### src/source/fabric_pkg.sv
package fabric_pkg;

    // ----------------------------------------------------------------------
    // Bus widths
    // ----------------------------------------------------------------------
    localparam int ADDR_W = 32;
    localparam int DATA_W = 32;
    localparam int BE_W   = DATA_W / 8;

    typedef logic [ADDR_W-1:0] addr_t;
    typedef logic [DATA_W-1:0] data_t;
    typedef logic [BE_W-1:0]   be_t;

    // ----------------------------------------------------------------------
    // Address map, top nibble of the address
    // ----------------------------------------------------------------------
    localparam logic [3:0] SEG_TCM   = 4'h0;
    localparam logic [3:0] SEG_DEV   = 4'hC;
    localparam logic [3:0] SEG_CLINT = 4'hF;

    // TCM size, kept small for simulation
    localparam int TCM_WORDS = 1024;
    localparam int TCM_IDX_W = $clog2(TCM_WORDS);

    // Clock cycles per mtime increment
    localparam int CLINT_TICK_DIV = 4;

    // Decoded target of one access
    typedef enum logic [1:0] {
        REGION_TCM   = 2'd0,
        REGION_DEV   = 2'd1,
        REGION_CLINT = 2'd2,
        REGION_NONE  = 2'd3
    } region_e;

    // Word offsets inside the CLINT segment
    typedef enum logic [2:0] {
        CLINT_MSIP    = 3'd0,
        CLINT_CMP_LO  = 3'd1,
        CLINT_CMP_HI  = 3'd2,
        CLINT_TIME_LO = 3'd3,
        CLINT_TIME_HI = 3'd4
    } clint_reg_e;

    // ----------------------------------------------------------------------
    // Bus structs
    // ----------------------------------------------------------------------

    // One word access command
    typedef struct packed {
        addr_t addr;
        data_t wdata;
        be_t   be;
        logic  we;
    } bus_cmd_t;

    // Target reply, done is a single-cycle pulse
    typedef struct packed {
        logic  done;
        data_t rdata;
    } tgt_rsp_t;

endpackage

### src/source/bus_router.sv
`timescale 1ns/1ps

module bus_router (
    input  logic                clk_i,
    input  logic                rst_n_i,

    // Master port, four-phase req/ack
    input  logic                cpu_req_i,
    input  fabric_pkg::bus_cmd_t cpu_cmd_i,
    output logic                cpu_ack_o,
    output fabric_pkg::data_t   cpu_rdata_o,

    // Target side, strobe and done pulse
    output fabric_pkg::bus_cmd_t tgt_cmd_o,
    output logic                tcm_stb_o,
    output logic                dev_stb_o,
    output logic                clint_stb_o,
    input  fabric_pkg::tgt_rsp_t tcm_rsp_i,
    input  fabric_pkg::tgt_rsp_t dev_rsp_i,
    input  fabric_pkg::tgt_rsp_t clint_rsp_i
);

    import fabric_pkg::*;

    // Handshake states
    typedef enum logic [1:0] {
        IDLE,
        WAIT,
        ACK
    } state_e;

    state_e   state_q;
    region_e  region_d;
    region_e  region_q;
    logic     stb_q;
    logic     ack_q;
    bus_cmd_t cmd_q;
    data_t    rdata_q;

    // Selected reply of the latched region
    logic     sel_done;
    data_t    sel_rdata;

    // ----------------------------------------------------------------------
    // Region decode on the top address nibble
    // ----------------------------------------------------------------------
    always_comb begin
        case (cpu_cmd_i.addr[ADDR_W-1 -: 4])
            SEG_TCM:   region_d = REGION_TCM;
            SEG_DEV:   region_d = REGION_DEV;
            SEG_CLINT: region_d = REGION_CLINT;
            // Former cached DRAM space falls here too
            default:   region_d = REGION_NONE;
        endcase
    end

    // Response mux driven by the region latched at the start of the access
    always_comb begin
        case (region_q)
            REGION_TCM: begin
                sel_done  = tcm_rsp_i.done;
                sel_rdata = tcm_rsp_i.rdata;
            end
            REGION_DEV: begin
                sel_done  = dev_rsp_i.done;
                sel_rdata = dev_rsp_i.rdata;
            end
            REGION_CLINT: begin
                sel_done  = clint_rsp_i.done;
                sel_rdata = clint_rsp_i.rdata;
            end
            default: begin
                // Unmapped, complete at once with zero
                sel_done  = 1'b1;
                sel_rdata = '0;
            end
        endcase
    end

    // ----------------------------------------------------------------------
    // Handshake FSM
    // ----------------------------------------------------------------------
    always_ff @(posedge clk_i or negedge rst_n_i) begin
        if (!rst_n_i) begin
            state_q  <= IDLE;
            region_q <= REGION_NONE;
            stb_q    <= 1'b0;
            ack_q    <= 1'b0;
        end else begin
            // Strobe lasts a single cycle
            stb_q <= 1'b0;
            case (state_q)
                IDLE: begin
                    if (cpu_req_i) begin
                        region_q <= region_d;
                        stb_q    <= (region_d != REGION_NONE);
                        state_q  <= WAIT;
                    end
                end
                WAIT: begin
                    // Ack one cycle after the target's done
                    if (sel_done) begin
                        ack_q   <= 1'b1;
                        state_q <= ACK;
                    end
                end
                ACK: begin
                    // Hold ack until the master lets go of req
                    if (!cpu_req_i) begin
                        ack_q   <= 1'b0;
                        state_q <= IDLE;
                    end
                end
                default: state_q <= IDLE;
            endcase
        end
    end

    // Command and read data registers
    always_ff @(posedge clk_i) begin
        if (state_q == IDLE && cpu_req_i) begin
            cmd_q <= cpu_cmd_i;
        end
        if (state_q == WAIT && sel_done) begin
            rdata_q <= sel_rdata;
        end
    end

    assign tgt_cmd_o   = cmd_q;
    assign tcm_stb_o   = stb_q && (region_q == REGION_TCM);
    assign dev_stb_o   = stb_q && (region_q == REGION_DEV);
    assign clint_stb_o = stb_q && (region_q == REGION_CLINT);
    assign cpu_ack_o   = ack_q;
    assign cpu_rdata_o = rdata_q;

endmodule

### config.mk
export PLATFORM = sky130hd
export DESIGN_NAME = bus_router
export DESIGN_NICKNAME = d
export VERILOG_FILES = /design/src/source/fabric_pkg.sv /design/src/source/bus_router.sv
export SDC_FILE = /design/constraint.sdc
export NUM_CORES = 1
export LEC_CHECK = 0
export ABC_AREA = 1
export BUFFER_PORTS_ARGS = -buffer_cell sky130_fd_sc_hd__buf_2
export CAP_MARGIN = 20
export CORE_AREA = 2 2 108 110
export DETAILED_ROUTE_END_ITERATION = 8
export DIE_AREA = 0 0 110 112
export GPL_TIMING_DRIVEN = 0
export PLACE_DENSITY = 0.71
export RECOVER_POWER = 50
export SYNTH_ARGS = -nofsm -noshare
export SYNTH_HDL_FRONTEND = slang
export SYNTH_SLANG_ARGS = --single-unit
### constraint.sdc
create_clock -name clk_i -period 2.95 [get_ports clk_i]
set_input_delay 0.1475 -clock clk_i [delete_from_list [all_inputs] [get_ports clk_i]]
set_output_delay 0.1475 -clock clk_i [all_outputs]
set_load 0.005 [all_outputs]
==> results.cfg <==
[worst_setup_path]
crit_required_ps = 3000
arrival_ps = 2270
startpoint_type = register
r2r_cells = 6
path_buf_inv = 3
cpPeakStageDelay_ps = 570
slowest_stage = dfstp_2
path_cells = buf_2 > o21ai_0 > nand3_1 > nand2_1 > inv_1 > buf_16
cp_top_family = buffers and inverters
worstReg2RegStart = region_q[1]
crit_fanout = 20
crit_type = register to register
end_kind = register
r2r_end = cpu_rdata_o[12]
r2r_slack_ps = 720

[grt]
grt_pass1_wl_um = 20100
antenna_found_initial = 0
grt_pass1_vias = 3755
grt_max_degree = 43
grt.total_usage_pct = 22.1
grt.overflow.total = 0

[sta]
slew_viol_final = 0
rsz0062_at_grt = false
finalSetupTns_ps = 0
fin_worst_skew_ps = 9.41
whs_ps = 79.1
max_freq_ghz = 0.449
fin_crit_ps = 2230
relSlewSlack_pct = 41.9
final.period_utilization_pct = 75.5
hold_viol_final = 0
setup_viol = 0
worstMarginPinSlew_ps = 871

[clock_tree]
root_buffer = clkbuf_16
path_clk_slew_ps = 70
postCtsSetupBuffers = 0
clockBufferDepth = 2
cts_hold_buf = 68
cts.sinks = 107
clk-insertion-delay-late_ps = 340
cts_made_buffers = 9
cts_tree = done
htree_levels = 3
cts_resized = 0

[synthesis]
syn_inst = 294
synth.area.top_cells = edfxtp_1, nand3_1, nand2_1, dfrtp_1, dfstp_2
yosysUniqueCellTypes = 14
syn_avg_cell_area_um2 = 13.6
synth_area_leader_cell = edfxtp_1
synth.top_cell.area_share_pct = 75.8
ys_top_cells_by_count = edfxtp_1, nand2_1, nand3_1
synth_area_um2 = 4000
yosysWarnings = 0
async_reset_ff_share_pct = 5.61
synth_ff_type = edfxtp_1
yosysSeqAreaShare_pct = 79.7
synth_enable_flop_cells = 101
syn_nets = 465
yosysMostFrequentCell = edfxtp_1
synth-seq-cells = 107

[cells_and_area]
area_delta_synth_final_pct = 63.1
nNetsFinal = 823
drive_above_1_share_pct = 36.7
fillers = 977
fin_util_pct = 58.4
stdcell_area_um2 = 6520

[drt]
postRouteAntennaNets = 0
vias = 3726
drc = 0
firstDrtPassIters = 5
wl_per_cell_um = 17.2
vias_per_cell = 4.65
dr.first_iter.drc_count = 235
wl_um = 13800

[min_path]
min-delay-start = dev_rsp_i[0]
worstHoldPathCells = 3
hold_path_end = cpu_rdata_o[0]
hp-class = primary input to register

[outcome]
status = finished clean

[die]
die_w_um = 110
die_h_um = 112
core_area_um2 = 11200
dieArea_um2 = 12300
initial_utilization_pct = 35.8
rows = 39
ios = 276

[power]
powerDensity_nw_per_um2 = 800
leakagePower_nw = 2.83
ir_drop_v = 0.000462
total_power_w = 0.00522

[placed_design]
port_buffers = 275
dpl.hpwl_um = 10300
place.gp.congestion = 1.01
place_area_um2 = 5600

[job]
maxCapViolCount = 0
==> worst max path at each step <==
stage           startpoint               to  slack, ps  depth (start not counted)
2_1_floorplan   state_q[1]     tgt_cmd_o[0]        570                          3
3_3_place_gp    state_q[1]    tgt_cmd_o[49]        110                          3
4_1_cts        region_q[1]  cpu_rdata_o[12]        720                          6
6_report       region_q[1]  cpu_rdata_o[12]        720                          6
5_1_grt        region_q[1]  cpu_rdata_o[12]        560                          6
3_5_place_dp   region_q[1]   cpu_rdata_o[4]        730                          6
==> cells by family after synthesis <==
family,synth area share (%)
AOI/OAI and AO/OA,0.250
buffers and inverters,2.28
DFF,79.7
and+or+nand+nor,17.8
==> registers in the layout (all words and copies together), names as in the netlist <==
name,count
tgt_cmd_o,69
cpu_rdata_o,32
region_q,2
state_q,2
cpu_ack_o,1
stb_q,1
==> cell usage in the layout (no fill, tap or decap), types with 2 or more instances in the layout <==
| cell type | netlist | final |
|---|---|---|
| dlygate4sd3_1 | 0 | 70 |
| o21ai_0 | 2 | 2 |
| inv_1 | 7 | 6 |
| nand3_1 | 67 | 67 |
| nor3_1 | 2 | 2 |
| clkinv_4 | 0 | 2 |
| nand2_1 | 87 | 87 |
| nor2_1 | 6 | 6 |
| dfrtp_1 | 4 | 4 |
| clkbuf_16 | 0 | 9 |
| buf_2 | 10 | 219 |
| clkbuf_1 | 3 | 70 |
| edfxtp_1 | 101 | 101 |
| inv_2 | 1 | 2 |
| dfstp_2 | 2 | 2 |
==> through the flow <==
step                worst slack, ps  std cells
floorplan                       569        294
global placement                111        712
detailed placement              731        714
CTS                             724        798
global route                    565        800
finish                          723        801
==> where the power goes <==
group	internal, W	switching [W]
clock	0.000670	0.000544
sequential	0.00224	0.000124
combinational	0.000596	0.00105
==> metal layers <==
layer	vias to the layer above	part of all wire [%]	GRT usage, %
met3	27	7.6	5.15
met1	1744	40	28.0
met5	-	0	0
li1	1765	-	-
met4	0	2.2	6.58
met2	190	50	37.1
==> final cells by class <==
class | instances | area (um^2) | area share, %
well taps | 143 | 179 | 2.74
repair buffers | 347 | 2040 | 31.3
clock buffers | 10 | 229 | 3.51
flip-flops and latches | 107 | 3190 | 48.8
diodes | 1 | 2.50 | 0.0384
plain buffers | 13 | 61.3 | 0.940
clock inverters | 6 | 72.6 | 1.11
inverters | 8 | 30.0 | 0.460
multi-input cells | 166 | 722 | 11.1
==> worst register-to-register path, cell delays in order (launching register included) <==
cell     delay, ps
dfstp_2        570
buf_2          260
o21ai_0        160
nand3_1        120
nand2_1         90
inv_1          500
buf_16         240
Note: power is estimated with default switching activity, not from simulation.
