==> config.mk <==
export PLATFORM = sky130hd
export DESIGN_NAME = dev_bridge
export DESIGN_NICKNAME = d
export VERILOG_FILES = /design/src/source/fabric_pkg.sv /design/src/source/dev_bridge.sv
export SDC_FILE = /design/constraint.sdc
export NUM_CORES = 1
export LEC_CHECK = 0
export ABC_AREA = 1
export ABC_CLOCK_PERIOD_IN_PS = 2380
export BUFFER_PORTS_ARGS = -buffer_cell sky130_fd_sc_hd__buf_4
export CAP_MARGIN = 15
export CORE_MARGIN = 3
export CORE_UTILIZATION = 37
export CTS_CLUSTER_SIZE = 20
export DETAILED_ROUTE_END_ITERATION = 12
export GPL_TIMING_DRIVEN = 0
export PLACE_DENSITY = 0.73
export SLEW_MARGIN = 0
export SYNTH_ARGS = -nofsm -noshare
export SYNTH_HDL_FRONTEND = slang
export SYNTH_SLANG_ARGS = --single-unit
==> constraint.sdc <==
create_clock -name clk_i -period 2.38 [get_ports clk_i]
set_clock_uncertainty 0.1 [all_clocks]
set_input_delay 0.238 -clock clk_i [delete_from_list [all_inputs] [get_ports clk_i]]
set_output_delay 0.238 -clock clk_i [all_outputs]
set_load 0.03 [all_outputs]
==> src/source/fabric_pkg.sv <==
package fabric_pkg;

    // ----------------------------------------------------------------------
    // Bus widths
    // ----------------------------------------------------------------------
    localparam int ADDR_W = 32;
    localparam int DATA_W = 32;
    localparam int BE_W   = DATA_W / 8;

    typedef logic [ADDR_W-1:0] addr_t;
    typedef logic [DATA_W-1:0] data_t;
    typedef logic [BE_W-1:0]   be_t;

    // ----------------------------------------------------------------------
    // Address map, top nibble of the address
    // ----------------------------------------------------------------------
    localparam logic [3:0] SEG_TCM   = 4'h0;
    localparam logic [3:0] SEG_DEV   = 4'hC;
    localparam logic [3:0] SEG_CLINT = 4'hF;

    // TCM size, kept small for simulation
    localparam int TCM_WORDS = 1024;
    localparam int TCM_IDX_W = $clog2(TCM_WORDS);

    // Clock cycles per mtime increment
    localparam int CLINT_TICK_DIV = 4;

    // Decoded target of one access
    typedef enum logic [1:0] {
        REGION_TCM   = 2'd0,
        REGION_DEV   = 2'd1,
        REGION_CLINT = 2'd2,
        REGION_NONE  = 2'd3
    } region_e;

    // Word offsets inside the CLINT segment
    typedef enum logic [2:0] {
        CLINT_MSIP    = 3'd0,
        CLINT_CMP_LO  = 3'd1,
        CLINT_CMP_HI  = 3'd2,
        CLINT_TIME_LO = 3'd3,
        CLINT_TIME_HI = 3'd4
    } clint_reg_e;

    // ----------------------------------------------------------------------
    // Bus structs
    // ----------------------------------------------------------------------

    // One word access command
    typedef struct packed {
        addr_t addr;
        data_t wdata;
        be_t   be;
        logic  we;
    } bus_cmd_t;

    // Target reply, done is a single-cycle pulse
    typedef struct packed {
        logic  done;
        data_t rdata;
    } tgt_rsp_t;

endpackage

==> src/source/dev_bridge.sv <==
`timescale 1ns/1ps

module dev_bridge (
    input  logic                 clk_i,
    input  logic                 rst_n_i,

    // From the router
    input  logic                 stb_i,
    input  fabric_pkg::bus_cmd_t cmd_i,
    output fabric_pkg::tgt_rsp_t rsp_o,

    // External device port, four-phase req/ack
    output logic                 dev_req_o,
    output fabric_pkg::bus_cmd_t dev_cmd_o,
    input  logic                 dev_ack_i,
    input  fabric_pkg::data_t    dev_rdata_i
);

    import fabric_pkg::*;

    // Exchange phases
    typedef enum logic [1:0] {
        IDLE,
        REQ,
        RELEASE
    } state_e;

    state_e   state_q;
    logic     req_q;
    logic     done_q;
    bus_cmd_t cmd_q;
    data_t    rdata_q;

    // ----------------------------------------------------------------------
    // Four-phase sequencer
    // ----------------------------------------------------------------------
    always_ff @(posedge clk_i or negedge rst_n_i) begin
        if (!rst_n_i) begin
            state_q <= IDLE;
            req_q   <= 1'b0;
            done_q  <= 1'b0;
        end else begin
            done_q <= 1'b0;
            case (state_q)
                IDLE: begin
                    if (stb_i) begin
                        req_q   <= 1'b1;
                        state_q <= REQ;
                    end
                end
                REQ: begin
                    // Device answered, release req
                    if (dev_ack_i) begin
                        req_q   <= 1'b0;
                        state_q <= RELEASE;
                    end
                end
                RELEASE: begin
                    // Answer the router only after ack has fallen
                    if (!dev_ack_i) begin
                        done_q  <= 1'b1;
                        state_q <= IDLE;
                    end
                end
                default: state_q <= IDLE;
            endcase
        end
    end

    // Command held stable for the whole exchange
    always_ff @(posedge clk_i) begin
        if (state_q == IDLE && stb_i) begin
            cmd_q <= cmd_i;
        end
        // Sample read data on the first cycle ack is seen
        if (state_q == REQ && dev_ack_i) begin
            rdata_q <= dev_rdata_i;
        end
    end

    assign dev_req_o   = req_q;
    assign dev_cmd_o   = cmd_q;
    assign rsp_o.done  = done_q;
    assign rsp_o.rdata = rdata_q;

endmodule

==> metrics, run 1 <==
status did not finish; last stage reached clock tree synthesis; First Err [ERROR RSZ-0060] Max buffer count reached.; library cell used as clock root buffer sky130_fd_sc_hd__clkbuf_8; hold-fix buffers at CTS 101; HPWL after DPL 5982 microns; synthesized-area fraction occupied by and/or/nand/nor cells 1.405%; worst slack after detailed placement 0.3969 ns; number of CTS-inserted buffers 9; Clock Path Buffers 2; sequential share of the synthesized area between 90% and 100%; Post-Synthesis Net Count about 220; post-synthesis share of cell area spent on xor and xnor gates 0%; compound-cell area share of the yosys netlist 0.1561%; YS warnings 0; starting utilization of the core area 38.63%; largest family of logic cells by synthesized area simple AND/OR/NAND/NOR gates; number of gates given a new drive strength after cts 0; total of buffers placed on input and output ports approximately 210; mean instance size in the synthesized netlist 26.94 sq um; register bit total from synthesis 105; Die X approximately 99 microns; depth of the CTS H-tree 3; summed instance area of the synthesized netlist 0.003206 sq mm; height of the die 99.08 microns; proportion of synthesized area in mux cells 0%; adder-cell share of the synthesized area 0%; I/O pin total 208; last weighted congestion value of the routability-driven placer 0.7438; buffers inserted during post-CTS setup optimization 0; clock net sink count 105; dpl cell area between 0.004 and 0.005 sq mm; Post-Syn Instances roughly 120; synth unique cells 9; Site Rows 33
-- stage by stage --
stage                     std cells  setup TNS, ns
after floorplan                 119              0
after global placement          431         -1.324
after detailed placement        432              0
-- cell families after synthesis --
logic type             Yosys count
buffers and inverters            5
AND/OR/NAND/NOR                  8
flip-flops                     105
AO/OA/AOI/OAI                    1
-- cells in the mapped netlist --
library cell,number,area share (%)
sky130_fd_sc_hd__nor3_1,1,0.16
sky130_fd_sc_hd__nand3_1,1,0.16
sky130_fd_sc_hd__edfxtp_1,101,95
sky130_fd_sc_hd__nand2_1,4,0.47
sky130_fd_sc_hd__buf_4,1,0.23
sky130_fd_sc_hd__o21ai_1,1,0.16
sky130_fd_sc_hd__inv_1,4,0.47
sky130_fd_sc_hd__nand3_2,2,0.62
sky130_fd_sc_hd__dfrtp_1,4,3.1
==> run 2: changes to the inputs <==
Settings changed: ABC_CLOCK_PERIOD_IN_PS 2380 to 3100, CORE_UTILIZATION 37 to 38, CTS_CLUSTER_SIZE 20 to unset, PLACE_DENSITY 0.73 to unset, PLACE_DENSITY_LB_ADDON set to 0.15.
Clock period 2.38 ns to 3.1 ns, I/O delays scaled along.
==> metrics, run 2 <==
crit path launch type flop; height of the die 97.85 microns (-1.2%); routed via count 2,078; RSZ-0062 raised after global routing no; commonest non-fill, non-tap cell in the layout sky130_fd_sc_hd__buf_4; I/O pin total 208 (unchanged); Post-synth EDFFs 101 (unchanged); GRT Overall Usage 16.30%; Hold Path Class in2reg; synth unique cells 9 (unchanged); max-slew violation count 0; first drt pass iteration count 3; post-route clock period utilization between 60% and 70%; area share of the largest cell type after synthesis 94.61% (unchanged); depth of the CTS H-tree 3 (unchanged); largest net degree at the start of global routing 38; commonest cells after routing, fill and taps aside 208 x sky130_fd_sc_hd__buf_4, 101 x sky130_fd_sc_hd__edfxtp_1, 25 x sky130_fd_sc_hd__dlygate4sd3_1; peak fanout along the critical path 37; Reg clk slew, reported paths 0.10 ns; diodes inserted 0; wire length of the first global-routing pass 11,720 microns; fill cell total of the finished layout 581; Post-Synthesis Net Count 224 (unchanged); Worst R2R Setup Slack around 1.2 ns; average wire per standard cell 17.30 microns; number of CTS-inserted buffers 9 (unchanged); Critical Path End Type flop; worst reg2reg path depth 4; clock net sink count 105 (unchanged); Worst Hold Depth 1; beginning of the worst hold path dev_rdata_i[11]; sequential share of the synthesized area 97.74% (unchanged); YS warnings 0 (unchanged); setup violators final 0; Worst Hold Endpoint rdata_q[11]$_DFFE_PP_; transition time of the tightest slew-check pin 0.7227 ns; max cap viols 0; ys flop type sky130_fd_sc_hd__edfxtp_1; kind of critical path reg2reg; non-filler instance count after layout 470; Clock Path Buffers 2 (unchanged); number of violations reported at the end of detailed-routing iteration 0 59; leading cell type by number of instances after synthesis sky130_fd_sc_hd__edfxtp_1; cell type with the highest aggregate area in the netlist sky130_fd_sc_hd__edfxtp_1; Hold Fails Final Rpt 0; number of antenna violations at the first check in global routing 0; starting utilization of the core area 40.23% (+1.6 points); clock tree from TritonCTS yes; number of global-route vias before repair about 2,100; Post-Syn Instances 119 (unchanged); post-route ant nets 0; dominant cells by area after synthesis sky130_fd_sc_hd__edfxtp_1 95%, sky130_fd_sc_hd__dfrtp_1 3.1%, sky130_fd_sc_hd__nand3_2 0.62%; library cell used as clock root buffer sky130_fd_sc_hd__clkbuf_8; commonest cells in the synthesized netlist 101 x sky130_fd_sc_hd__edfxtp_1, 4 x sky130_fd_sc_hd__dfrtp_1, 4 x sky130_fd_sc_hd__inv_1, 4 x sky130_fd_sc_hd__nand2_1, 2 x sky130_fd_sc_hd__nand3_2; total instance count after detailed placement 429 (-0.69%); total die area 0.009574 sq mm; aggregate negative setup slack 0 ns; final routed DRC violation total 0; hold-fix buffers at CTS 1 (-99%); last weighted congestion value of the routability-driven placer 0.7344 (-1.3%); reg-to-reg critical path endpoint dev_cmd_o[61]$_DFFE_PP_; Die X 97.85 microns (-1.2%); share of cells above drive strength 1 61.41%; arrival time worst endpoint between 1.5 and 2 ns; HPWL after DPL 6102 microns (+2.0%); via density per instance 4.421; max-slew headroom at the worst pin about half; final wirelength 8131 microns; mean instance size in the synthesized netlist 26.94 sq um (unchanged); async set-reset flop share out of synthesis 3.810% (unchanged); leakage power figure 0.002265 uW; net total in the final layout 469; aggregate global routing overflow 0; worst reg2reg startpoint state_q[0]$_DFFE_PN0P_; maximum clock frequency 0.5139 GHz; Core Area 0.007968 sq mm; total of buffers placed on input and output ports 207 (unchanged); VDD IR-drop max between 0.4 and 0.5 mV; shortest period the worst path allows around 2 ns; power density over the cells 776.4 mW/mm^2; buffers inserted during post-CTS setup optimization 0 (unchanged); Data required, critical path 3.04 ns; summed instance area of the synthesized netlist 0.003206 sq mm (unchanged); number of flip-flops in the largest register 69; register bit total from synthesis 105 (unchanged); area growth from synthesis to final layout 68.23%; Site Rows 32 (-3.0%); latest clock arrival within the worst-skew pair 0.35 ns; number of gates given a new drive strength after cts 0 (unchanged); status complete, no violations
run 2: through the flow:
step | total power (uW) | worst slack [ns] | area (sq um) | hold slack, ns | utilization [%]
6_report | 4187 | 1.154 | 5393 | 0.02436 | 67.68
5_1_grt | 4352 | 1.025 | 5393 | 0.000004108 | 67.68
4_1_cts | 4183 | 1.057 | 5125 | 0.004407 | 64.32
3_5_place_dp | 3307 | 1.082 | 4907 | 0.009577 | 61.59
3_3_place_gp | 3281 | 0.07930 | 4887 | 0.007684 | 61.34
2_1_floorplan | 2734 | 0.6569 | 3206 | -0.08559 | -
run 2: worst max-delay path, stage by stage (launching register included):
cell,delay [ns]
sky130_fd_sc_hd__dfrtp_1,0.43
sky130_fd_sc_hd__inv_1,0.11
sky130_fd_sc_hd__nand3_2,0.12
sky130_fd_sc_hd__inv_2,0.55
sky130_fd_sc_hd__buf_12,0.30
run 2: final cells by class:
| class | instances | area (sq um) | share of cell area [%] |
|---|---|---|---|
| flip-flops and latches | 105 | 3133 | 58.10 |
| repair buffers | 234 | 1852 | 34.34 |
| well taps | 102 | 127.6 | 2.367 |
| clock buffers | 9 | 123.9 | 2.297 |
| clock inverters | 6 | 83.83 | 1.555 |
| multi-input cells | 9 | 50.05 | 0.9281 |
| inverters | 4 | 15.01 | 0.2784 |
| plain buffers | 1 | 7.507 | 0.1392 |
run 2: logic make-up after synthesis:
family                 synth area share (%)
AND/OR/NAND/NOR                       1.405
AO/OA/AOI/OAI                        0.1560
flip-flops                            97.74
buffers and inverters                0.7025
run 2: per-layer routing:
layer | global-route usage [%] | vias to the layer above | routed length [microns]
li1 | - | 957 | -
met3 | 9.000 | 15 | 1040
met5 | 0 | - | 0
met2 | 27.28 | 133 | 4104
met1 | 16.95 | 973 | 2828
met4 | 6.816 | 0 | 158
run 2: where the power goes:
part,total (uW),internal [uW],switching [uW]
logic,1300,457,841
registers,2010,1930,80.0
clock network,883,447,436
run 2: worst max path at each step:
stage	from	endpoint	slack, ns	cells past startpoint
3_5_place_dp	state_q[1]$_DFFE_PN0P_	rdata_q[28]$_DFFE_PP_	1.08	3
2_1_floorplan	state_q[0]$_DFFE_PN0P_	dev_cmd_o[0]$_DFFE_PP_	0.66	3
4_1_cts	state_q[1]$_DFFE_PN0P_	rdata_q[4]$_DFFE_PP_	1.06	3
3_3_place_gp	state_q[1]$_DFFE_PN0P_	dev_cmd_o[61]$_DFFE_PP_	0.08	3
6_report	state_q[0]$_DFFE_PN0P_	dev_cmd_o[61]$_DFFE_PP_	1.15	4
5_1_grt	state_q[0]$_DFFE_PN0P_	dev_cmd_o[12]$_DFFE_PP_	1.03	4
(Power assumes the default switching activity.)
