[config.mk]
export PLATFORM = sky130hd
export DESIGN_NAME = clint_timer
export DESIGN_NICKNAME = d
export VERILOG_FILES = /design/src/source/fabric_pkg.sv /design/src/source/clint_timer.sv
export SDC_FILE = /design/constraint.sdc
export NUM_CORES = 1
export LEC_CHECK = 0
export ABC_AREA = 0
export BUFFER_PORTS_ARGS = -buffer_cell sky130_fd_sc_hd__buf_2
export CAP_MARGIN = 30
export CORE_AREA = 5 5 209 170
export CTS_CLUSTER_SIZE = 14
export DETAILED_ROUTE_END_ITERATION = 10
export DIE_AREA = 0 0 214 175
export GPL_TIMING_DRIVEN = 0
export PLACE_DENSITY = 0.39
export SYNTH_ARGS = -nofsm -noshare
export SYNTH_HDL_FRONTEND = slang
export SYNTH_SLANG_ARGS = --single-unit
export TNS_END_PERCENT = 10
[constraint.sdc]
create_clock -name clk_i -period 2.8 [get_ports clk_i]
set_input_delay 0.28 -clock clk_i [delete_from_list [all_inputs] [get_ports clk_i]]
set_output_delay 0.28 -clock clk_i [all_outputs]
set_load 0.02 [all_outputs]
[src/source/fabric_pkg.sv]
package fabric_pkg;

    // ----------------------------------------------------------------------
    // Bus widths
    // ----------------------------------------------------------------------
    localparam int ADDR_W = 32;
    localparam int DATA_W = 32;
    localparam int BE_W   = DATA_W / 8;

    typedef logic [ADDR_W-1:0] addr_t;
    typedef logic [DATA_W-1:0] data_t;
    typedef logic [BE_W-1:0]   be_t;

    // ----------------------------------------------------------------------
    // Address map, top nibble of the address
    // ----------------------------------------------------------------------
    localparam logic [3:0] SEG_TCM   = 4'h0;
    localparam logic [3:0] SEG_DEV   = 4'hC;
    localparam logic [3:0] SEG_CLINT = 4'hF;

    // TCM size, kept small for simulation
    localparam int TCM_WORDS = 1024;
    localparam int TCM_IDX_W = $clog2(TCM_WORDS);

    // Clock cycles per mtime increment
    localparam int CLINT_TICK_DIV = 4;

    // Decoded target of one access
    typedef enum logic [1:0] {
        REGION_TCM   = 2'd0,
        REGION_DEV   = 2'd1,
        REGION_CLINT = 2'd2,
        REGION_NONE  = 2'd3
    } region_e;

    // Word offsets inside the CLINT segment
    typedef enum logic [2:0] {
        CLINT_MSIP    = 3'd0,
        CLINT_CMP_LO  = 3'd1,
        CLINT_CMP_HI  = 3'd2,
        CLINT_TIME_LO = 3'd3,
        CLINT_TIME_HI = 3'd4
    } clint_reg_e;

    // ----------------------------------------------------------------------
    // Bus structs
    // ----------------------------------------------------------------------

    // One word access command
    typedef struct packed {
        addr_t addr;
        data_t wdata;
        be_t   be;
        logic  we;
    } bus_cmd_t;

    // Target reply, done is a single-cycle pulse
    typedef struct packed {
        logic  done;
        data_t rdata;
    } tgt_rsp_t;

endpackage

[src/source/clint_timer.sv]
`timescale 1ns/1ps

module clint_timer (
    input  logic                 clk_i,
    input  logic                 rst_n_i,
    input  logic                 stb_i,
    input  fabric_pkg::bus_cmd_t cmd_i,
    output fabric_pkg::tgt_rsp_t rsp_o,
    output logic                 tmr_irq_o,
    output logic                 sft_irq_o
);

    import fabric_pkg::*;

    logic [$clog2(CLINT_TICK_DIV)-1:0] presc_q;
    logic        tick;
    logic [63:0] mtime_q;
    logic [63:0] mtimecmp_q;
    logic        msip_q;
    logic        tmr_irq_q;
    logic        done_q;
    data_t       rdata_q;

    // Register select
    clint_reg_e  reg_sel;
    logic        reg_hit;
    logic        wr_en;
    data_t       rd_word;

    // Offsets above the register block are unknown
    assign reg_sel = clint_reg_e'(cmd_i.addr[4:2]);
    assign reg_hit = (cmd_i.addr[ADDR_W-5:5] == '0);
    assign wr_en   = stb_i && cmd_i.we && reg_hit;

    // ----------------------------------------------------------------------
    // Prescaler and mtime
    // ----------------------------------------------------------------------
    assign tick = (presc_q == CLINT_TICK_DIV - 1);

    always_ff @(posedge clk_i or negedge rst_n_i) begin
        if (!rst_n_i) begin
            presc_q <= '0;
            mtime_q <= '0;
        end else begin
            if (tick) begin
                presc_q <= '0;
                mtime_q <= mtime_q + 64'd1;
            end else begin
                presc_q <= presc_q + 1'b1;
            end
        end
    end

    // ----------------------------------------------------------------------
    // Writable registers and interrupt
    // ----------------------------------------------------------------------
    always_ff @(posedge clk_i or negedge rst_n_i) begin
        if (!rst_n_i) begin
            // All ones keeps the timer interrupt quiet
            mtimecmp_q <= '1;
            msip_q     <= 1'b0;
            tmr_irq_q  <= 1'b0;
            done_q     <= 1'b0;
        end else begin
            done_q    <= stb_i;
            tmr_irq_q <= (mtime_q >= mtimecmp_q);
            if (wr_en) begin
                case (reg_sel)
                    CLINT_MSIP:   msip_q            <= cmd_i.wdata[0];
                    CLINT_CMP_LO: mtimecmp_q[31:0]  <= cmd_i.wdata;
                    CLINT_CMP_HI: mtimecmp_q[63:32] <= cmd_i.wdata;
                    // mtime is read-only here
                    default: ;
                endcase
            end
        end
    end

    // Read mux
    always_comb begin
        rd_word = '0;
        if (reg_hit) begin
            case (reg_sel)
                CLINT_MSIP:    rd_word = {{(DATA_W-1){1'b0}}, msip_q};
                CLINT_CMP_LO:  rd_word = mtimecmp_q[31:0];
                CLINT_CMP_HI:  rd_word = mtimecmp_q[63:32];
                CLINT_TIME_LO: rd_word = mtime_q[31:0];
                CLINT_TIME_HI: rd_word = mtime_q[63:32];
                default:       rd_word = '0;
            endcase
        end
    end

    always_ff @(posedge clk_i) begin
        if (stb_i) begin
            rdata_q <= cmd_i.we ? '0 : rd_word;
        end
    end

    assign rsp_o.done  = done_q;
    assign rsp_o.rdata = rdata_q;
    assign tmr_irq_o   = tmr_irq_q;
    assign sft_irq_o   = msip_q;

endmodule

==> reports/metrics.cfg, run 1 <==
[status]
outcome=completed

[critical_path]
rrSetupSlack_ns=0.17
cpPeakStageDelay_ns=0.54
critPathRequiredTime_ns=3.06
cp_slowest_cell=dfstp_2
end_kind=register
crit_path_start_kind=register
cp_cell_sequence=inv_1 > ha_1 > a21oi_1 > o21ai_1 > a221o_1 > a211o_1 > a2111oi_0 > o21ai_1
setup.worst_path.class=reg -> reg
crit_top_cell=o21ai_1
crit_arrival_ns=2.89
cp_max_fo=3

[route]
wl_met2_um=10900
drtIter0Drc=316
drc=0
drtAntennaViolNets=0
first_pass_iters=5
routed.top_layer=met5
avgViaCountPerCell=4.72
wl_met1_um=13700
met3WireLength_um=1190
finalWirelength_um=25900
wire_per_inst_um=19.3
vias=6330

[synthesis]
synthCells=778
async_reset_ff_share_pct=80.6
yosys_warnings=0
ys_seq_area_share_pct=49.4
ys_ff_latch=165
synthDistinctLibCells=50
synth_nets=916
synth.avg_cell_area_sq_um=11.4
synth_edf_count=32
netlist_area_sq_um=8850
ys.flop_type=dfrtp_1

[timing]
period_needed_ns=2.63
hold_viol=0
rsz0062_at_grt=false
setup_ws_ns=0.174
setup_viol=0
clock.fmax_mhz=381
slew_violations=0
timing.final.crit_share_pct=93.8
worst_slew_margin_rel_pct=33.7
worst_pin_slew_ns=0.995
skew_ns=0.0151

[cts]
numCtsBuffers=17
cts.path.max_buffers=2
clk_pin_slew_ns=0.07
cts_setup_buffers=0
htree_levels=4
clock_latency_ns=0.44
cts_sinks=165
cts_tree=done
cts_root_buf=clkbuf_16

[global_route]
grt_use_total_pct=14.0
antenna_found_initial=1
grt_pass1_wl_um=40100
overflow=0
grt_max_degree=82
grt_pass1_vias=6503

[placement]
place_area_sq_um=9900
place_congestion=0.761
port_buffers=94
dp_cells=1307
dp_slack_ns=0.116
hpwlAfterDp_um=19300

[power_and_ir_drop]
p_sw_mw=1.24
pwr-share-comb_pct=4.3
p_seq_share_pct=49.3
internal_power_mw=3.78
pwr-share-clk_pct=46.3
total_power_mw=5.02
p_leak_nw=4.42
power_density_nw_per_um2=479
ir_drop_mv=0.334
sw_frac_of_total_pct=24.7

[cells_and_area]
final_util_pct=31.6
final_cell_mix=buf_2, dfrtp_1, inv_1
layout_commonest_cell=buf_2
area.sequential_sq_um=4370
final_cell_area_sq_um=10500
area_growth_pct=18.6
drive_gt1_share_pct=27.7
multi_input_area_sq_um=4080
fin_cells=1341
fin_nets=1032
n_fill_cell=3445
antenna_cells=0

[die]
die_w_um=214
rows=60
ios=107
die_area_sq_um=37500
core_sq_um=33300
initial_core_util_pct=26.6
die_height_um=175

[job]
maxCapViolCount=0

[min_path]
hp-class=in -> reg

==> metrics by stage <==
stage	setup TNS, ns	hold slack [ns]
finish	0	0.0744
global route	0	0.0593
CTS	0	0.0576
detailed placement	0	0.297
global placement	-47.30	0.415
floorplan	0	-0.0156
==> worst max-delay path, delay by kind of cell, from the launching register on <==
family / cells / cell delay (ns)
compound gates: 6 / 1.57
fa+ha+maj: 1 / 0.30
buf+inv: 1 / 0.04
flops: 1 / 0.54
==> state kept, by name, summed over array words and instances (netlist names) <==
name	cells
mtime_q	64
mtimecmp_q	64
rdata_q	32
presc_q	2
done_q	1
sft_irq_o	1
tmr_irq_o	1
==> synthesized netlist by cell type (2+ instances only) <==
cell | n | share of area, %
dfrtp_1 | 69 | 20
inv_1 | 68 | 2.9
ha_1 | 66 | 9.3
dfstp_2 | 64 | 19
a22oi_1 | 62 | 5.3
a21oi_1 | 54 | 3.1
xnor2_1 | 51 | 5.0
mux2_2 | 38 | 4.8
nand2_1 | 36 | 1.5
edfxtp_1 | 32 | 11
nand4_1 | 30 | 2.1
mux2_1 | 28 | 3.6
nand3_1 | 24 | 1.4
nor2_1 | 20 | 0.85
clkbuf_1 | 18 | 0.76
and3_1 | 13 | 0.92
xor2_1 | 12 | 1.2
and2_1 | 10 | 0.71
a21o_1 | 9 | 0.76
buf_2 | 8 | 0.45
nor4_1 | 8 | 0.57
o21ai_0 | 8 | 0.45
nor3_1 | 7 | 0.40
and4_1 | 6 | 0.59
a221oi_1 | 3 | 0.30
buf_4 | 3 | 0.25
a2111oi_0 | 2 | 0.20
a211oi_1 | 2 | 0.17
and4_4 | 2 | 0.25
nand4_2 | 2 | 0.28
nor3b_1 | 2 | 0.17
nor4_4 | 2 | 0.48
o211ai_1 | 2 | 0.17
==> timing repair <==
item,CTS,global route
hold endpoints to repair,22,0
hold buffers,1,0
resized for setup,0,1
setup endpoints to repair,0,1
==> routing by layer <==
layer  up-vias  track usage, %
met5         -               0
met1      3130            21.0
met2       126            20.7
met4         2            2.76
met3        14            3.03
li1       3058               -
==> cell type report <==
cell class	instances	area share [%]
Inverter	68	2.43
Clock buffer	17	4.05
Buffer	30	1.35
Timing Repair Buffer	97	5.09
Clock inverter	15	1.37
Sequential cell	165	41.6
Tap cell	434	5.17
Multi-Input combinational cell	515	38.9
==> kinds of logic after synthesis <==
| family | count (synthesis) | synth area share, % |
|---|---|---|
| buf+inv | 98 | 4.48 |
| fa+ha+maj | 66 | 9.33 |
| flops | 165 | 49.4 |
| xor+xnor | 63 | 6.23 |
| mux | 67 | 8.51 |
| compound gates | 148 | 10.9 |
| simple gates | 171 | 11.2 |
==> final timing paths <==
path,to,startpoint,depth (start not counted)
setup / recovery,tmr_irq_o$_DFF_PN0_,mtimecmp_q[39]$_DFFE_PN1P_,8
hold / removal,mtimecmp_q[59]$_DFFE_PN1P_,cmd_i[32],2
setup reg to reg,tmr_irq_o$_DFF_PN0_,mtimecmp_q[39]$_DFFE_PN1P_,8
hold reg to reg,presc_q[0]$_DFF_PN0_,presc_q[0]$_DFF_PN0_,1
max in group asynchronous,mtimecmp_q[63]$_DFFE_PN1P_,rst_n_i,3
min in group asynchronous,mtime_q[51]$_DFFE_PN0P_,rst_n_i,2
==> power groups by stage <==
stage / Combinational (mW) / Clock [mW] / Sequential, mW
3_3_place_gp: 0.214 / 0 / 2.52
3_5_place_dp: 0.221 / 0 / 2.52
2_1_floorplan: 0.0292 / 0 / 2.56
4_1_cts: 0.222 / 2.41 / 2.48
5_1_grt: 0.240 / 2.51 / 2.48
6_report: 0.217 / 2.33 / 2.48
Note: power is estimated with default switching activity, not from simulation.
==> run 2, diff against run 1 <==
--- a/config.mk
+++ b/config.mk
@@ -9,6 +9,7 @@
 export BUFFER_PORTS_ARGS = -buffer_cell sky130_fd_sc_hd__buf_2
 export CAP_MARGIN = 30
 export CORE_AREA = 5 5 209 170
+export CTS_BUF_LIST = sky130_fd_sc_hd__clkbuf_8
 export CTS_CLUSTER_SIZE = 14
 export DETAILED_ROUTE_END_ITERATION = 10
 export DIE_AREA = 0 0 214 175
==> run 2 against run 1 <==
Via count shrank 0.25%. Flip-flop and latch count unchanged. Clock power shrank 26%. Critical path depth is the same. Sequential power barely moved. Critical path type unchanged. Cell area fell by 1.8%. Register-to-register slack improved by 0.02 ns. Total power shrank 12%.
==> reports/metrics.cfg, run 2 (same netlist as run 1, synthesis figures left out) <==
[status]
outcome=completed

[timing]
holdWs_ns=0.0367
hold_viol=0
period_needed_ns=2.61
skew_ns=0.0225
setup_viol=0
setup_tns_ns=0
rsz0062_at_grt=false
worst_slew_margin_rel_pct=35.5
clock.fmax_mhz=384
worst_pin_slew_ns=0.967
slew_violations=0
timing.final.crit_share_pct=93.1

[die]
core_sq_um=33300
die_area_sq_um=37500
initial_core_util_pct=26.6
die_w_um=214
rows=60
die_height_um=175
ios=107

[critical_path]
crit_arrival_ns=2.90
critPathRequiredTime_ns=3.10
cp_slowest_cell=dfstp_2
path_delay_family=compound AO/OA/AOI/OAI gates
cp_num_buf_inv=1
setup.worst_path.class=reg -> reg
cp_cell_sequence=inv_1 > ha_1 > a21oi_1 > o21ai_1 > a221o_1 > a211o_1 > a2111oi_0 > o21ai_1
cpPeakStageDelay_ns=0.55
cp_max_fo=3
crit_path_start_kind=register
end_kind=register
crit_top_cell=o21ai_1

[cells_and_area]
fin_cells=1341
layout_commonest_cell=buf_2
area_growth_pct=16.4
fin_nets=1032
drive_gt1_share_pct=27.7
final_util_pct=31.0
antenna_cells=0
n_fill_cell=3464
final_cell_mix=buf_2, dfrtp_1, inv_1
top_regs=mtime_q (64), mtimecmp_q (64), rdata_q (32)

[cts]
cts_tree=done
cts_setup_buffers=0
cts_root_buf=clkbuf_8
cts.path.max_buffers=2
htree_levels=4
clock_latency_ns=0.47
numCtsBuffers=17
cts_sinks=165
clk_pin_slew_ns=0.11

[route]
drtIter0Drc=297
finalWirelength_um=26000
drc=0
first_pass_iters=4
avgViaCountPerCell=4.71
wire_per_inst_um=19.4
drtAntennaViolNets=0
vias=6314

[placement]
hpwlAfterDp_um=19300
port_buffers=94
dp_cells=1307
place_congestion=0.761

[job]
maxCapViolCount=0

[global_route]
grt_use_total_pct=14.0
grt_pass1_vias=6482
grt_max_degree=82
grt_pass1_wl_um=40100
antenna_found_initial=1
overflow=0

[power_and_ir_drop]
ir_drop_mv=0.259
power_density_nw_per_um2=429
p_leak_nw=4.33
total_power_mw=4.42

[min_path]
hp-class=in -> reg

==> run 2: cell counts in the layout (fill, tap and decap cells not counted) <==
Identical to the previous run, type by type.
==> run 2: area by class of cell <==
type | instances | area, sq um | share of cell area, %
sequential | 165 | 4370 | 42.4
multi-input combinational | 515 | 4080 | 39.6
clock inverter | 15 | 144 | 1.40
timing repair buffer | 97 | 534 | 5.18
inverter | 68 | 255 | 2.48
clock buffer | 17 | 234 | 2.27
buffer | 30 | 141 | 1.37
tap | 434 | 543 | 5.27
==> run 2: metal layers <==
layer / GRT usage [%] / vias to the layer above / routed length, um
met5: 0 / - / 7
met4: 2.68 / 2 / 199
met3: 3.05 / 13 / 1210
met2: 20.7 / 110 / 10900
met1: 21.0 / 3135 / 13700
li1: - / 3054 / -
==> run 2: final timing paths <==
kind | slack (ns) | cells after the start | start | to
hold reg to reg | 0.44 | 1 | presc_q[0]$_DFF_PN0_ | presc_q[0]$_DFF_PN0_
max in group asynchronous | 1.59 | 3 | rst_n_i | mtimecmp_q[1]$_DFFE_PN1P_
setup / recovery | 0.19 | 8 | mtimecmp_q[39]$_DFFE_PN1P_ | tmr_irq_o$_DFF_PN0_
setup reg to reg | 0.19 | 8 | mtimecmp_q[39]$_DFFE_PN1P_ | tmr_irq_o$_DFF_PN0_
min in group asynchronous | 0.35 | 2 | rst_n_i | mtime_q[51]$_DFFE_PN0P_
hold / removal | 0.04 | 2 | cmd_i[13] | mtimecmp_q[40]$_DFFE_PN1P_
==> run 2: power by group <==
part	total, mW	switching (mW)	leakage [nW]	internal, mW
registers	2.48	0.00527	1.91	2.47
logic	0.217	0.154	2.23	0.0626
clock network	1.72	0.998	0.188	0.726
==> run 2: worst reg2reg max path: stages, from the launching register on <==
cell	delay (ns)
dfstp_2	0.55
inv_1	0.04
ha_1	0.30
a21oi_1	0.14
o21ai_1	0.15
a221o_1	0.37
a211o_1	0.29
a2111oi_0	0.38
o21ai_1	0.22
==> run 2: what timing repair did <==
| item | 4_1_cts | 5_1_grt |
|---|---|---|
| resized for setup | 0 | 1 |
| endpoints found under the hold margin | 22 | 0 |
| hold buffers | 1 | 0 |
| setup endpoints to repair | 0 | 1 |
==> run 2: stage by stage <==
| step | worst slack, ns | instance area, sq um |
|---|---|---|
| floorplan | 0.616 | 8850 |
| finish | 0.193 | 10300 |
| detailed placement | 0.116 | 9900 |
| CTS | 0.0952 | 10300 |
| global placement | -0.703 | 9860 |
| global route | 0.0715 | 10300 |
